### src/common/core_pkg.sv
package core_pkg;

  // datapath widths
  localparam int ADDR_W     = 16;  // word addresses
  localparam int DATA_W     = 32;
  localparam int REG_IDX_W  = 5;

  localparam int NUM_REGS   = 32;
  localparam int DMEM_DEPTH = 256;  // words
  localparam int DMEM_AW    = $clog2(DMEM_DEPTH);

  typedef logic [ADDR_W-1:0]    addr_t;
  typedef logic [DATA_W-1:0]    data_t;
  typedef logic [REG_IDX_W-1:0] reg_idx_t;

  localparam addr_t RESET_PC = '0;

endpackage : core_pkg

### src/common/isa_pkg.sv
package isa_pkg;

  localparam int OPCODE_W = 4;
  localparam int IMM_W    = 13;

  typedef enum logic [OPCODE_W-1:0] {
    OP_NOP   = 4'd0,
    OP_ADD   = 4'd1,
    OP_SUB   = 4'd2,
    OP_AND   = 4'd3,
    OP_OR    = 4'd4,
    OP_ADDI  = 4'd5,
    OP_LOAD  = 4'd6,
    OP_STORE = 4'd7,
    OP_BEQ   = 4'd8,
    OP_JUMP  = 4'd9
  } opcode_e;

  // ~~~~~~~~~~~~~~~~~~~~~~~~~~~~~~~~~~~~~~~~
  // instruction word
  //   [31:28] opcode
  //   [27:23] rd
  //   [22:18] ra
  //   [17:13] rb
  //   [12:0]  imm, two's complement
  // ~~~~~~~~~~~~~~~~~~~~~~~~~~~~~~~~~~~~~~~~
  typedef struct packed {
    opcode_e                 opcode;
    core_pkg::reg_idx_t      rd;
    core_pkg::reg_idx_t      ra;
    core_pkg::reg_idx_t      rb;
    logic signed [IMM_W-1:0] imm;
  } instruction_t;

  function automatic core_pkg::data_t sext_imm(input logic signed [IMM_W-1:0] imm);
    return {{(core_pkg::DATA_W - IMM_W){imm[IMM_W-1]}}, imm};
  endfunction

endpackage : isa_pkg

### src/fetch/fetch_stage.sv
`timescale 1ns/1ps

module fetch_stage (
  input  logic                  clk_i,
  input  logic                  rst_i,
  input  logic                  redirect_i,
  input  core_pkg::addr_t       redirect_pc_i,
  input  logic                  instr_valid_i,
  input  isa_pkg::instruction_t instr_i,
  output logic                  imem_req_valid_o,
  output core_pkg::addr_t       imem_req_pc_o,
  output logic                  dec_valid_o,
  output core_pkg::addr_t       dec_pc_o,
  output isa_pkg::instruction_t instruction_o
);
  import core_pkg::*;

  logic  req_valid_q;
  logic  drop_q;   // answer in this cycle belongs to the old path
  addr_t pc_q;     // address whose answer arrives this cycle
  logic  accept;

  assign accept = req_valid_q && instr_valid_i && !drop_q;

  // ~~~~~~~~~~~~~~~~~~~~~~~~~~~~~~~~~~~~~~~~
  // request side
  // ~~~~~~~~~~~~~~~~~~~~~~~~~~~~~~~~~~~~~~~~
  assign imem_req_valid_o = req_valid_q;
  assign imem_req_pc_o    = accept ? pc_q + addr_t'(1) : pc_q;  // a missed answer is asked again

  always_ff @(posedge clk_i) begin
    if (!rst_i) begin
      req_valid_q <= 1'b0;
      drop_q      <= 1'b0;
      pc_q        <= RESET_PC;
    end else begin
      req_valid_q <= 1'b1;
      drop_q      <= redirect_i;  // one shot
      if (redirect_i) begin
        pc_q <= redirect_pc_i;
      end else begin
        pc_q <= imem_req_pc_o;
      end
    end
  end

  // ~~~~~~~~~~~~~~~~~~~~~~~~~~~~~~~~~~~~~~~~
  // fetch to decode register
  // ~~~~~~~~~~~~~~~~~~~~~~~~~~~~~~~~~~~~~~~~
  always_ff @(posedge clk_i) begin
    if (!rst_i) begin
      dec_valid_o <= 1'b0;
    end else begin
      dec_valid_o <= accept && !redirect_i;  // word arriving with a redirect is wrong path
    end
  end

  always_ff @(posedge clk_i) begin
    if (accept) begin
      dec_pc_o      <= pc_q;
      instruction_o <= instr_i;
    end
  end

  // a stalled memory must be asked for the same address again
  pc_hold_on_stall: assert property (
    @(posedge clk_i) disable iff (!rst_i)
    (req_valid_q && !instr_valid_i && !drop_q) |-> (imem_req_pc_o == $past(imem_req_pc_o))
  ) else $error("fetch pc advanced without a valid instruction");

endmodule : fetch_stage

### config.mk
export PLATFORM = sky130hd
export DESIGN_NAME = fetch_stage
export DESIGN_NICKNAME = d
export VERILOG_FILES = /design/src/common/core_pkg.sv /design/src/common/isa_pkg.sv /design/src/fetch/fetch_stage.sv
export SDC_FILE = /design/constraint.sdc
export NUM_CORES = 1
export LEC_CHECK = 0
export BUFFER_PORTS_ARGS = -buffer_cell sky130_fd_sc_hd__buf_2
export CAP_MARGIN = 20
export CORE_UTILIZATION = 35
export CTS_CLUSTER_SIZE = 20
export DETAILED_ROUTE_END_ITERATION = 10
export GPL_TIMING_DRIVEN = 0
export SLEW_MARGIN = 20
export SYNTH_ARGS = -nofsm -noshare
export SYNTH_HDL_FRONTEND = slang
export SYNTH_SLANG_ARGS = --single-unit
### constraint.sdc
create_clock -name clk_i -period 3.95 [get_ports clk_i]
set_clock_uncertainty 0.15 [all_clocks]
set_input_delay 0.9875 -clock clk_i [delete_from_list [all_inputs] [get_ports clk_i]]
set_output_delay 0.9875 -clock clk_i [all_outputs]
set_load 0.005 [all_outputs]
Word-level counts from Yosys, hierarchy flattened
Index checks and enable logic that the tools add are counted.
{"block": "word_totals", "ff_bits": 67, "input_bits": 52, "output_inout_bits": 66}
{"block": "op_classes", "add_sub_neg": 1, "muxes": 3, "n_reduce_logical": 5}
{"op": "$mux W16", "count": 2}
{"op": "$add A16 B1 Y16 const B", "count": 1}
{"op": "$logic_and A1 B1 Y1", "count": 3}
{"op": "$logic_not A1 Y1", "count": 2}
{"op": "$mux W1", "count": 1}

Longest topological paths before layout
{"block": "depth", "word_depth": 4, "ltp_mapped": 6, "ltp_nobuf": 5}

Worst setup path before layout
No wires, ideal clock.
{"block": "synth_path", "kind": "input to output", "start": "in instr_valid_i", "end": "out imem_req_pc_o[10]", "t_arrival_ns": 2.109, "t_required_ns": 2.812, "slack_ns": 0.704, "stages": 5, "path_buffers": 1, "cell_sequence": "nand4b_4 -> or4_1 -> buf_2 -> o21a_1 -> or2_1"}
{"block": "synth_via", "elab_chain_len": 3}
{"item": "start: declaration", "line": "fetch_stage.sv:8", "rtl": "input logic instr_valid_i,"}
{"item": "$logic_and A1 B1 Y1 (2 in series)", "line": "fetch_stage.sv:23", "rtl": "assign accept = req_valid_q && instr_valid_i && !drop_q;"}
{"item": "$mux W16", "line": "fetch_stage.sv:29", "rtl": "assign imem_req_pc_o = accept ? pc_q + addr_t'(1) : pc_q;"}
{"item": "end: declaration", "line": "fetch_stage.sv:11", "rtl": "output core_pkg::addr_t imem_req_pc_o,"}
No other way between the ends.

Worst setup path after layout
{"block": "layout_path", "start": "in instr_valid_i", "end": "out imem_req_pc_o[12]"}
Same word-level chain as after synthesis.

==> results.md <==
- Result of the run: completed
- Slew headroom: 63.6%
- Leakage power: 1.56 nW
- Later-pin clock latency in the skew report: approximately 340 ps
- CTS sink cnt: 67
- N_diodes: 0
- Fin. max-slew vios: 0
- FF-to-FF path depth: 6
- Reg area: around 0.0018 mm²
- Crit path required time: about 2800 ps
- Placed cell area: roughly 0.0032 mm²
- Worst R2R Setup Slack: 1800 ps
- Fillers: 621
- Core Rows: 30
- Synth Cell Area: between 0.002 and 0.003 mm²
- Critical Path Most Common Cell: buf_2
- Final TNS setup: 0 ps
- Post-CTS Hold Buffers: 0
- Worst-Margin Slew: approximately 540 ps
- Vias in the first global route: roughly 1800
- Post-layout min period: between 3000 and 4000 ps
- Die Y: between 80 and 90 µm
- Initial antenna violation count: 0
- CTS tree: built
- Layout area overhead: 38.4%
- Cts repair resizes: 0
- Setup crit end kind: output port
- Iteration-0 DRC Markers: 60
- Total global routing overflow: 0
- Clock slew seen by the registers of the worst setup and hold paths: about 70 ps
- Synthesized net count: around 220
- Yosys top cell by area: edfxtp_1
- First-pass GRT wire length: a little under 9000 µm
- Root buf cell: clkbuf_8
- Final wirelength: between 5000 and 6000 µm
- CP Launch Point: instr_valid_i
- Final Instance Area: 0.00349 mm²
- Number of max-cap violations: 0
- Fin Hold WS: roughly 330 ps
- Reg2Reg Launch Point: pc_q[0]
- Initial Util: a little under two fifths
- Multi-input combinational cell area: between 600 and 700 µm²
- NumNets Final: roughly 350
- Gr usage total: between 10% and 20%
- Core area: 0.00687 mm²
- H-tree depth: 3
- Post-CTS setup buffer count: 0
- Post-synth top area share: 57.2%
- Final setup viols: 0
- Critical path destination: imem_req_pc_o[12]
- CTS Buf Count: 9
- CP Max Fanout: 6
- Min-delay worst type: register to register
- Routed vias: between 1500 and 2000
- Syn Inst Count: 165
- IO Port Bufs: ~120
- CP cell instances: buf_2 -> nand4b_4 -> or4_1 -> buf_2 -> o21a_1 -> or2_1 -> buf_2
- Fin. Hold Viols: 0
- Post-DRT Antenna Nets: 0
- Critical path class: primary input to output port
- RR Endpoint: pc_q[12]
- RSZ-0062 raised after global routing: false
- Max VDD drop: between 0.15 and 0.2 mV
- Worst path slowest cell: or4_1
- DRT Pass-1 Iters: 4
- Max Fclk: 278 MHz
- Die ar.: 0.00754 mm²
- Share of cells above drive strength 1: a little under half
- I/O pin count: 118
- Vias/cell: approximately 4.6
- Pin count of the biggest net entering global routing: 31
- Remaining DRCs: 0
- Die extent in x: a little under 90 µm
- Gpl congestion: just over 0.7
- Post-Syn Area per Cell: 15.3 µm²
- Clock Tree Buf Depth: 2
- Final period utilization: 91.0%
- Dpl hpwl: between 4000 and 5000 µm
- Yosys reg bits: between 60 and 70
- Top post-synthesis cells by area: edfxtp_1 (57%), dfxtp_1 (15%), nand2b_1 (4.0%), o211a_1 (4.0%), o311a_1 (2.4%)
- Crit path arrival time: roughly 2500 ps
- Worst setup SP type: primary input
- Pwr dens: around 460 mW/mm²
- Seq/Total Area, Yosys: around 72%
- Drt wl/cell: roughly 15 µm
- Slowest cell delay on critical path: ~480 ps
- Yosys cell types: 32
- Synth warnings: 0
==> metrics by stage <==
stage               utilization [%]  power [mW]  setup slack (ps)  instances
finish                         50.7        1.62               355        395
global route                   50.7        1.68               266        395
CTS                            50.7        1.64               344        395
detailed placement             47.2       0.953               353        379
global placement               46.9       0.947               356        378
floorplan                         -       0.877               704        165
==> critical path: cells and delay by family <==
| family | cells | cell delay, ps |
|---|---|---|
| compound gates | 1 | 190 |
| buf+inv | 3 | 430 |
| simple gates | 3 | 850 |
==> layout by cell type (no fill, tap or decap), types with 2 or more instances in the layout <==
cell type / n
inv_1: 4
edfxtp_1: 48
clkbuf_8: 9
nor2_1: 2
xnor2_1: 5
nand3_1: 5
dfxtp_1: 19
buf_2: 118
clkbuf_1: 6
nor3_1: 7
nand2_1: 5
nor4_1: 2
a31oi_1: 2
nand2b_1: 16
xor2_1: 4
and4_1: 2
o311a_1: 6
clkinvlp_4: 2
o211a_1: 10
or2_2: 3
bufinv_16: 3
or2_1: 3
o21a_1: 3
==> cells in the mapped netlist (all sizes together) <==
cell and instances:
clkbuf 5, and4b 1, nand2 5, and2 1, o211a 10, nand2b 16
or3 1, nor4 2, nand4 2, buf 1, or2 6, and4 2
mux2 1, nor2 2, nor3b 1, xnor2 5, ha 1, o21a 3
nor3 7, inv 5, xor2 4, o31a 1, dfxtp 19, nand3 5
o311a 6, nand4b 1, edfxtp 48, a31oi 2, nand3b 1, or4 1
==> cells by family (layout without fill, tap and decap cells) <==
family / Yosys count / count (layout) / synth area share (%)
AOI/OAI and AO/OA: 22 / 22 / 8.10
DFF: 67 / 67 / 72.3
and+or+nand+nor: 54 / 54 / 13.8
muxes: 1 / 1 / 0.447
buffers and inverters: 11 / 145 / 1.69
adders and majority gates: 1 / 1 / 0.497
xor gates and xnor gates: 9 / 9 / 3.13
==> flip-flops by register name, indices dropped and copies added (netlist names) <==
| name | count |
|---|---|
| instruction_o | 32 |
| drop_q | 1 |
| pc_q | 16 |
| imem_req_valid_o | 1 |
| dec_valid_o | 1 |
| dec_pc_o | 16 |
==> worst min path at each step <==
stage,from,end,slack [ps],cells after the start
4_1_cts,pc_q[14],dec_pc_o[14],330,0
3_3_place_gp,pc_q[15],dec_pc_o[15],290,0
5_1_grt,pc_q[15],dec_pc_o[15],350,0
3_5_place_dp,pc_q[14],dec_pc_o[14],310,0
2_1_floorplan,pc_q[14],dec_pc_o[14],280,0
6_report,pc_q[15],dec_pc_o[15],330,0
==> area by class of cell <==
type	instances	area share [%]
inverters	5	0.538
well taps	96	3.45
repair buffers	118	17.4
clock buffers	10	3.66
clock inverters	6	3.27
flip-flops and latches	67	52.3
multi-input cells	87	18.8
plain buffers	6	0.682
==> layer usage <==
layer | GRT usage, % | up-vias | routed length (µm)
met5 | 0 | - | 0
met4 | 8.33 | 0 | 110
met3 | 5.14 | 11 | 492
met2 | 27.7 | 82 | 2880
met1 | 17.8 | 852 | 2400
li1 | - | 883 | -
==> power breakdown <==
group | internal (mW) | total (mW) | switching, mW
combinational | 0.0646 | 0.124 | 0.0593
clock | 0.420 | 0.685 | 0.265
sequential | 0.790 | 0.811 | 0.0215
total | 1.27 | 1.62 | 0.346
(Power assumes the default switching activity.)
