File: src/common/core_pkg.sv
package core_pkg;

  // datapath widths
  localparam int ADDR_W     = 16;  // word addresses
  localparam int DATA_W     = 32;
  localparam int REG_IDX_W  = 5;

  localparam int NUM_REGS   = 32;
  localparam int DMEM_DEPTH = 256;  // words
  localparam int DMEM_AW    = $clog2(DMEM_DEPTH);

  typedef logic [ADDR_W-1:0]    addr_t;
  typedef logic [DATA_W-1:0]    data_t;
  typedef logic [REG_IDX_W-1:0] reg_idx_t;

  localparam addr_t RESET_PC = '0;

endpackage : core_pkg

File: src/common/isa_pkg.sv
package isa_pkg;

  localparam int OPCODE_W = 4;
  localparam int IMM_W    = 13;

  typedef enum logic [OPCODE_W-1:0] {
    OP_NOP   = 4'd0,
    OP_ADD   = 4'd1,
    OP_SUB   = 4'd2,
    OP_AND   = 4'd3,
    OP_OR    = 4'd4,
    OP_ADDI  = 4'd5,
    OP_LOAD  = 4'd6,
    OP_STORE = 4'd7,
    OP_BEQ   = 4'd8,
    OP_JUMP  = 4'd9
  } opcode_e;

  // ~~~~~~~~~~~~~~~~~~~~~~~~~~~~~~~~~~~~~~~~
  // instruction word
  //   [31:28] opcode
  //   [27:23] rd
  //   [22:18] ra
  //   [17:13] rb
  //   [12:0]  imm, two's complement
  // ~~~~~~~~~~~~~~~~~~~~~~~~~~~~~~~~~~~~~~~~
  typedef struct packed {
    opcode_e                 opcode;
    core_pkg::reg_idx_t      rd;
    core_pkg::reg_idx_t      ra;
    core_pkg::reg_idx_t      rb;
    logic signed [IMM_W-1:0] imm;
  } instruction_t;

  function automatic core_pkg::data_t sext_imm(input logic signed [IMM_W-1:0] imm);
    return {{(core_pkg::DATA_W - IMM_W){imm[IMM_W-1]}}, imm};
  endfunction

endpackage : isa_pkg

File: src/common/dec_exe_if.sv
`timescale 1ns/1ps

interface dec_exe_if;
  import core_pkg::*;
  import isa_pkg::*;

  logic     valid;
  addr_t    pc;
  opcode_e  opcode;
  reg_idx_t rd;
  logic     wr_en;
  data_t    a_data;
  data_t    b_data;
  data_t    imm;  // sign extended in decode

  modport producer (output valid, pc, opcode, rd, wr_en, a_data, b_data, imm);
  modport consumer (input  valid, pc, opcode, rd, wr_en, a_data, b_data, imm);

endinterface : dec_exe_if

File: src/common/exe_mem_if.sv
`timescale 1ns/1ps

interface exe_mem_if;
  import core_pkg::*;

  logic     valid;
  addr_t    pc;
  data_t    result;  // alu result or data memory address
  data_t    store_data;
  reg_idx_t rd;
  logic     wr_en;
  logic     is_load;
  logic     is_store;

  modport producer (output valid, pc, result, store_data, rd, wr_en, is_load, is_store);
  modport consumer (input  valid, pc, result, store_data, rd, wr_en, is_load, is_store);

endinterface : exe_mem_if

File: src/execute/alu_stage.sv
`timescale 1ns/1ps

module alu_stage (
  input  logic          clk_i,
  input  logic          rst_i,
  dec_exe_if.consumer   exe,
  exe_mem_if.producer   mem,
  output logic          redirect_o,
  output core_pkg::addr_t redirect_pc_o
);
  import core_pkg::*;
  import isa_pkg::*;

  data_t result;
  data_t sum_imm;
  logic  is_beq;
  logic  is_jump;
  logic  operands_eq;
  addr_t branch_target;

  assign sum_imm = exe.a_data + exe.imm;  // addi, load and store address

  always_comb begin
    case (exe.opcode)
      OP_ADD: begin
        result = exe.a_data + exe.b_data;
      end
      OP_SUB: begin
        result = exe.a_data - exe.b_data;
      end
      OP_AND: begin
        result = exe.a_data & exe.b_data;
      end
      OP_OR: begin
        result = exe.a_data | exe.b_data;
      end
      default: begin
        result = sum_imm;
      end
    endcase
  end

  // ~~~~~~~~~~~~~~~~~~~~~~~~~~~~~~~~~~~~~~~~
  // branch resolution
  // ~~~~~~~~~~~~~~~~~~~~~~~~~~~~~~~~~~~~~~~~
  assign is_beq        = (exe.opcode == OP_BEQ);
  assign is_jump       = (exe.opcode == OP_JUMP);
  assign operands_eq   = (exe.a_data == exe.b_data);
  assign branch_target = exe.pc + addr_t'(exe.imm);  // pc relative

  assign redirect_o    = exe.valid && ((is_beq && operands_eq) || is_jump);
  assign redirect_pc_o = is_jump ? addr_t'(exe.imm) : branch_target;

  // ~~~~~~~~~~~~~~~~~~~~~~~~~~~~~~~~~~~~~~~~
  // execute to memory register
  // ~~~~~~~~~~~~~~~~~~~~~~~~~~~~~~~~~~~~~~~~
  always_ff @(posedge clk_i) begin
    if (!rst_i) begin
      mem.valid <= 1'b0;
    end else begin
      mem.valid <= exe.valid;  // branch itself keeps going and retires
    end
  end

  always_ff @(posedge clk_i) begin
    mem.pc         <= exe.pc;
    mem.result     <= result;
    mem.store_data <= exe.b_data;
    mem.rd         <= exe.rd;
    mem.wr_en      <= exe.wr_en;
    mem.is_load    <= (exe.opcode == OP_LOAD);
    mem.is_store   <= (exe.opcode == OP_STORE);
  end

endmodule : alu_stage

File: src/flat_wrapper.sv
// flat-port wrapper written by rule: the top's interface ports become plain ports
module alu_stage_flat import core_pkg::*; import isa_pkg::*;
  (clk_i, rst_i, redirect_o, redirect_pc_o, exe_valid, exe_pc, exe_opcode, exe_rd, exe_wr_en, exe_a_data, exe_b_data, exe_imm, mem_valid, mem_pc, mem_result, mem_store_data, mem_rd, mem_wr_en, mem_is_load, mem_is_store);
  dec_exe_if exe_i ();
  exe_mem_if mem_i ();
  input  logic clk_i;
  input  logic rst_i;
  output logic redirect_o;
  output core_pkg::addr_t redirect_pc_o;
  input wire logic [$bits(exe_i.valid)-1:0] exe_valid;
  input wire logic [$bits(exe_i.pc)-1:0] exe_pc;
  input wire logic [$bits(exe_i.opcode)-1:0] exe_opcode;
  input wire logic [$bits(exe_i.rd)-1:0] exe_rd;
  input wire logic [$bits(exe_i.wr_en)-1:0] exe_wr_en;
  input wire logic [$bits(exe_i.a_data)-1:0] exe_a_data;
  input wire logic [$bits(exe_i.b_data)-1:0] exe_b_data;
  input wire logic [$bits(exe_i.imm)-1:0] exe_imm;
  output wire logic [$bits(mem_i.valid)-1:0] mem_valid;
  output wire logic [$bits(mem_i.pc)-1:0] mem_pc;
  output wire logic [$bits(mem_i.result)-1:0] mem_result;
  output wire logic [$bits(mem_i.store_data)-1:0] mem_store_data;
  output wire logic [$bits(mem_i.rd)-1:0] mem_rd;
  output wire logic [$bits(mem_i.wr_en)-1:0] mem_wr_en;
  output wire logic [$bits(mem_i.is_load)-1:0] mem_is_load;
  output wire logic [$bits(mem_i.is_store)-1:0] mem_is_store;
  assign exe_i.valid = exe_valid;
  assign exe_i.pc = exe_pc;
  assign exe_i.opcode = exe_opcode;
  assign exe_i.rd = exe_rd;
  assign exe_i.wr_en = exe_wr_en;
  assign exe_i.a_data = exe_a_data;
  assign exe_i.b_data = exe_b_data;
  assign exe_i.imm = exe_imm;
  assign mem_valid = mem_i.valid;
  assign mem_pc = mem_i.pc;
  assign mem_result = mem_i.result;
  assign mem_store_data = mem_i.store_data;
  assign mem_rd = mem_i.rd;
  assign mem_wr_en = mem_i.wr_en;
  assign mem_is_load = mem_i.is_load;
  assign mem_is_store = mem_i.is_store;
  alu_stage u_core (.clk_i(clk_i), .rst_i(rst_i), .exe(exe_i), .mem(mem_i), .redirect_o(redirect_o), .redirect_pc_o(redirect_pc_o));
endmodule
File: config.mk
export PLATFORM = sky130hd
export DESIGN_NAME = alu_stage_flat
export DESIGN_NICKNAME = d
export VERILOG_FILES = /design/src/common/core_pkg.sv /design/src/common/isa_pkg.sv /design/src/common/dec_exe_if.sv /design/src/common/exe_mem_if.sv /design/src/execute/alu_stage.sv /design/src/flat_wrapper.sv
export SDC_FILE = /design/constraint.sdc
export NUM_CORES = 1
export LEC_CHECK = 0
export BUFFER_PORTS_ARGS = -buffer_cell sky130_fd_sc_hd__buf_2
export CORE_ASPECT_RATIO = 1.4
export CORE_MARGIN = 2
export CORE_UTILIZATION = 40
export CTS_BUF_LIST = sky130_fd_sc_hd__clkbuf_2 sky130_fd_sc_hd__clkbuf_4 sky130_fd_sc_hd__clkbuf_8
export DETAILED_ROUTE_END_ITERATION = 12
export HOLD_SLACK_MARGIN = 0.12
export PLACE_DENSITY = 0.76
export SYNTH_ARGS = -nofsm -noshare
export SYNTH_HDL_FRONTEND = slang
export SYNTH_SLANG_ARGS = --single-unit
File: constraint.sdc
create_clock -name clk_i -period 3.84 [get_ports clk_i]
set_input_delay 0.192 -clock clk_i [delete_from_list [all_inputs] [get_ports clk_i]]
set_output_delay 0.192 -clock clk_i [all_outputs]
set_load 0.1 [all_outputs]
* Yosys cells after proc, flatten, opt, wreduce, memory -nomap -nowiden
Cells that the tools add are included.
Word-level totals: flip-flop bits (word level) 89, output and inout port bits 106
Cells by class: add/subtract/negate cells 4, equality and inequality tests 9, reductions and logical operators 3, bitwise logic cells 2, mux-type cells 2
Operator list (count):
- 32-bit case mux with 4 select lines | 1
- 32-bit adder | 2
- 32-bit bitwise AND | 1
- 32-bit equality test | 1
- 32-bit OR | 1
- 32-bit subtractor | 1
- 16-bit adder | 1
- 16-bit two-way mux | 1
- 4-bit by 3-bit equality test with 1-bit output, second input constant | 3
- 4-bit by 2-bit equality test with 1-bit output, second input constant | 2
- 4-bit equality test, second input constant | 2
- 4-bit by 1-bit equality test with 1-bit output, second input constant | 1
- 1-bit logical AND | 2
- 1-bit logical OR | 1

* Depth between registers and ports, before layout
word-level depth 4, gate-level depth with buffers 16

* Worst setup path after synthesis
Ideal clock, no wire load.
path kind input-to-output, start input exe_imm[0], end output redirect_pc_o[14], path slack -0.643 ns, stages 12, required time 3.648 ns, path buffers 0, data arrival time 4.291 ns, cells stage by stage ha_1 -> inv_1 -> fa_1 -> nor2b_1 -> o21ai_0 -> a21boi_0 -> o21ai_0 -> a21oi_1 -> a211oi_1 -> o41ai_1 -> xnor2_1 -> o21ai_0
Between the ends: longest elaborated chain between the ends 2
Ends and longest elaborated chain:
- start, declared | line flat_wrapper.sv:17 | input wire logic [$bits(exe_i.imm)-1:0] exe_imm;
- 16-bit adder | line alu_stage.sv:49 | assign branch_target = exe.pc + addr_t'(exe.imm);
- 16-bit two-way mux | line alu_stage.sv:52 | assign redirect_pc_o = is_jump ? addr_t'(exe.imm) : branch_target;
- end, declared | line flat_wrapper.sv:9 | output core_pkg::addr_t redirect_pc_o;
No other way between the ends.

* Final worst setup path
start input exe_pc[2], end output redirect_pc_o[14]
Between the ends: longest elaborated chain between the ends 2
Ends and longest elaborated chain:
- start, declared | line flat_wrapper.sv:11 | input wire logic [$bits(exe_i.pc)-1:0] exe_pc;
- 16-bit adder | line alu_stage.sv:49
- 16-bit two-way mux | line alu_stage.sv:52
No other way between the ends.

==> impl_metrics.ini <==
[clock_network]
cts.clk_slew.worst_paths_ns = 0.09
htreeDepth = 3
cts_root_buf = clkbuf_8
cts_made_buffers = 9
clockBufferDepth = 2
post-cts-setup-buffers = 0
cts_tree = done
clock_sinks = 89

[sta]
fin_crit_ns = 3.587
drv_slew = 0
rsz0062_at_grt = no
setup_viol = 0
fin_crit_sh_pct = 93.40
worst_pin_slew_ns = 1.098
timing.fmax_mhz = 278.8
tns_ns = 0
layout_setup_ws_ns = 0.2535
hold_viol_final = 0
slew_headroom_pct = 26.64

[pwr]
p_comb_share_pct = 56.1
power_frac_seq_pct = 25.2
p_total_mw = 4.232
intPower_mw = 2.052
ir_worst_vdd_v = 0.0002124
swShare_pct = 51.52
leakagePower_nw = 5.170
power.density_mw_per_mm2 = 405.2
switching_power_mw = 2.180
clkPwrFrac_pct = 18.6

[yosys]
yosysTopAreaCell = dfxtp_1
syn_area_per_cell_um2 = 8.237
syn-num-nets = 1249
synth_top_area_share_pct = 22.09
synth.distinct_cells = 72
synthCells = 979
synth_area_mm2 = 0.008064
async_flop_share_pct = 0
synth-edff-count = 0
seq_area_frac_synth_pct = 22.09
dominantRegCellSynth = dfxtp_1
ys_top_cells_by_area = dfxtp_1 22%, ha_1 22%, a21oi_1 5.2%
synth_seq_cells = 89
ys_warn_count = 0

[worst_setup_path]
required_ns = 3.65
worstSetupPathType = primary input to output pin
startpoint_type = primary input
path_max_fanout = 4
crit_arrival_ns = 3.39
end_kind = output pin

[floorplan]
num_io_pins = 231
coreArea_mm2 = 0.01984
die_y_um = 172
die_area_mm2 = 0.02133
die_w_um = 124
rows = 61
start_util_pct = 40.64

[route]
wl_per_cell_um = 16.67
drc = 0
vias_per_cell = 5.313
drt_iter0_markers = 412
via_count = 8118
finalWirelength_um = 25470
antenna_left = 0
first_pass_iters = 5

[placement]
place.gp.congestion = 0.8977
hpwl_um = 20170
placed_area_mm2 = 0.009617
pre_cts_slack_ns = 0.02299
port_buffers = 230

[global_routing]
grt_util_all_layers_pct = 23.50
overflow = 0
grt_pass1_vias = 7964
antenna_found_initial = 1
grt_pass1_wl_um = 38690
grt_max_degree = 32

[layout]
final_common_cell = buf_2
nets = 1540
area_growth_pct = 29.53
layout_common_cells = 228 x buf_2, 142 x ha_1, 107 x inv_1, 89 x dfxtp_1, 83 x a21oi_1
fin_area_mm2 = 0.01045
drive_above_1_share_pct = 25.18

[outcome]
outcome = finished, final reports clean

[hold_path]
hp-class = primary input to flip-flop

[run]
max-cap-violations = 0
## through the flow
stage | utilization [%] | hold slack (ns) | cells
after floorplan | - | 0.2197 | 979
after global placement | 48.46 | 0.2940 | 1454
after detailed placement | 48.46 | 0.2963 | 1454
after CTS | 52.52 | 0.1430 | 1527
after global routing | 52.64 | 0.1643 | 1528
final | 52.64 | 0.1670 | 1528
## sequential cells by signal (all words and copies together), names as in the netlist
signal / cells
u_core.mem.pc: 16
u_core.mem.store_data: 32
u_core.mem.wr_en: 1
u_core.mem.is_load: 1
u_core.mem.is_store: 1
u_core.mem.valid: 1
u_core.mem.result: 32
u_core.mem.rd: 5
## area by class of cell
| type | count | area [um^2] |
|---|---|---|
| Timing Repair Buffer | 306 | 1886 |
| Inverter | 107 | 401.6 |
| Clock buffer | 12 | 158.9 |
| Multi-Input combinational cell | 757 | 5824 |
| Fill cell | 1914 | 9399 |
| Clock inverter | 4 | 75.07 |
| Antenna cell | 1 | 2.502 |
| Sequential cell | 89 | 1782 |
| Tap cell | 252 | 315.3 |
## synthesized netlist by cell type (12+ instances only)
master and count:
a21oi_1 83, nand2_1 62, a21o_1 14, a221oi_1 12
nor2_1 79, nor3_1 14, ha_1 142, nor2b_1 12
xnor2_1 41, nand3_1 13, dfxtp_1 89, o221ai_1 16
o211ai_1 12, inv_1 107, clkbuf_1 26, xor2_1 22
a211oi_1 13, o21ai_0 56, mux2_2 32
## cell families (layout without fill, tap and decap cells)
logic type	count (synthesis)	count (layout)	synth area share [%]
mux	39	39	5.338
other cells	0	1	0
fa+ha+maj	145	145	22.78
flops	89	89	22.09
simple gates	238	238	14.17
buf+inv	133	429	6.191
xor+xnor	63	63	6.842
compound gates	272	272	22.59
## path summary, 6_finish.rpt
| path | start | endpoint | slack (ns) | depth (start not counted) |
|---|---|---|---|---|
| worst max-delay path | exe_pc[2] | redirect_pc_o[14] | 0.25 | 13 |
| worst min-delay path | exe_opcode[1] | u_core.mem.is_store | 0.17 | 2 |
## critical path: stages
cell           delay, ns
dlygate4sd3_1       0.53
buf_2               0.13
ha_1                0.32
nor2b_1             0.14
o21ai_0             0.12
a21boi_0            0.30
o21ai_0             0.16
a21oi_1             0.28
a211oi_1            0.14
o41ai_1             0.49
xnor2_1             0.11
o21ai_1             0.13
clkbuf_4            0.35
## routing by layer
layer	vias to the layer above	share of wire, %	GRT usage [%]	wire (um)
met5	-	0	0	0
met4	0	3.5	11.87	881
met3	54	4.7	3.529	1203
met2	248	53	44.15	13470
met1	3775	39	24.99	9918
li1	4041	-	-	-
## power groups by stage
stage | Clock, mW | Sequential [mW] | Combinational (mW)
after floorplan | 0 | 1.91 | 1.01
after global placement | 0 | 1.09 | 2.29
after detailed placement | 0 | 1.09 | 2.31
after CTS | 0.808 | 1.07 | 2.36
after global routing | 0.831 | 1.08 | 2.51
final | 0.788 | 1.07 | 2.38
## what timing repair did
item / CTS / global route
endpoints found under the hold margin: 56 / 0
resized for setup: 0 / 6
hold buffers: 57 / 0
setup endpoints to repair: 0 / 2
(Power assumes the default switching activity.)
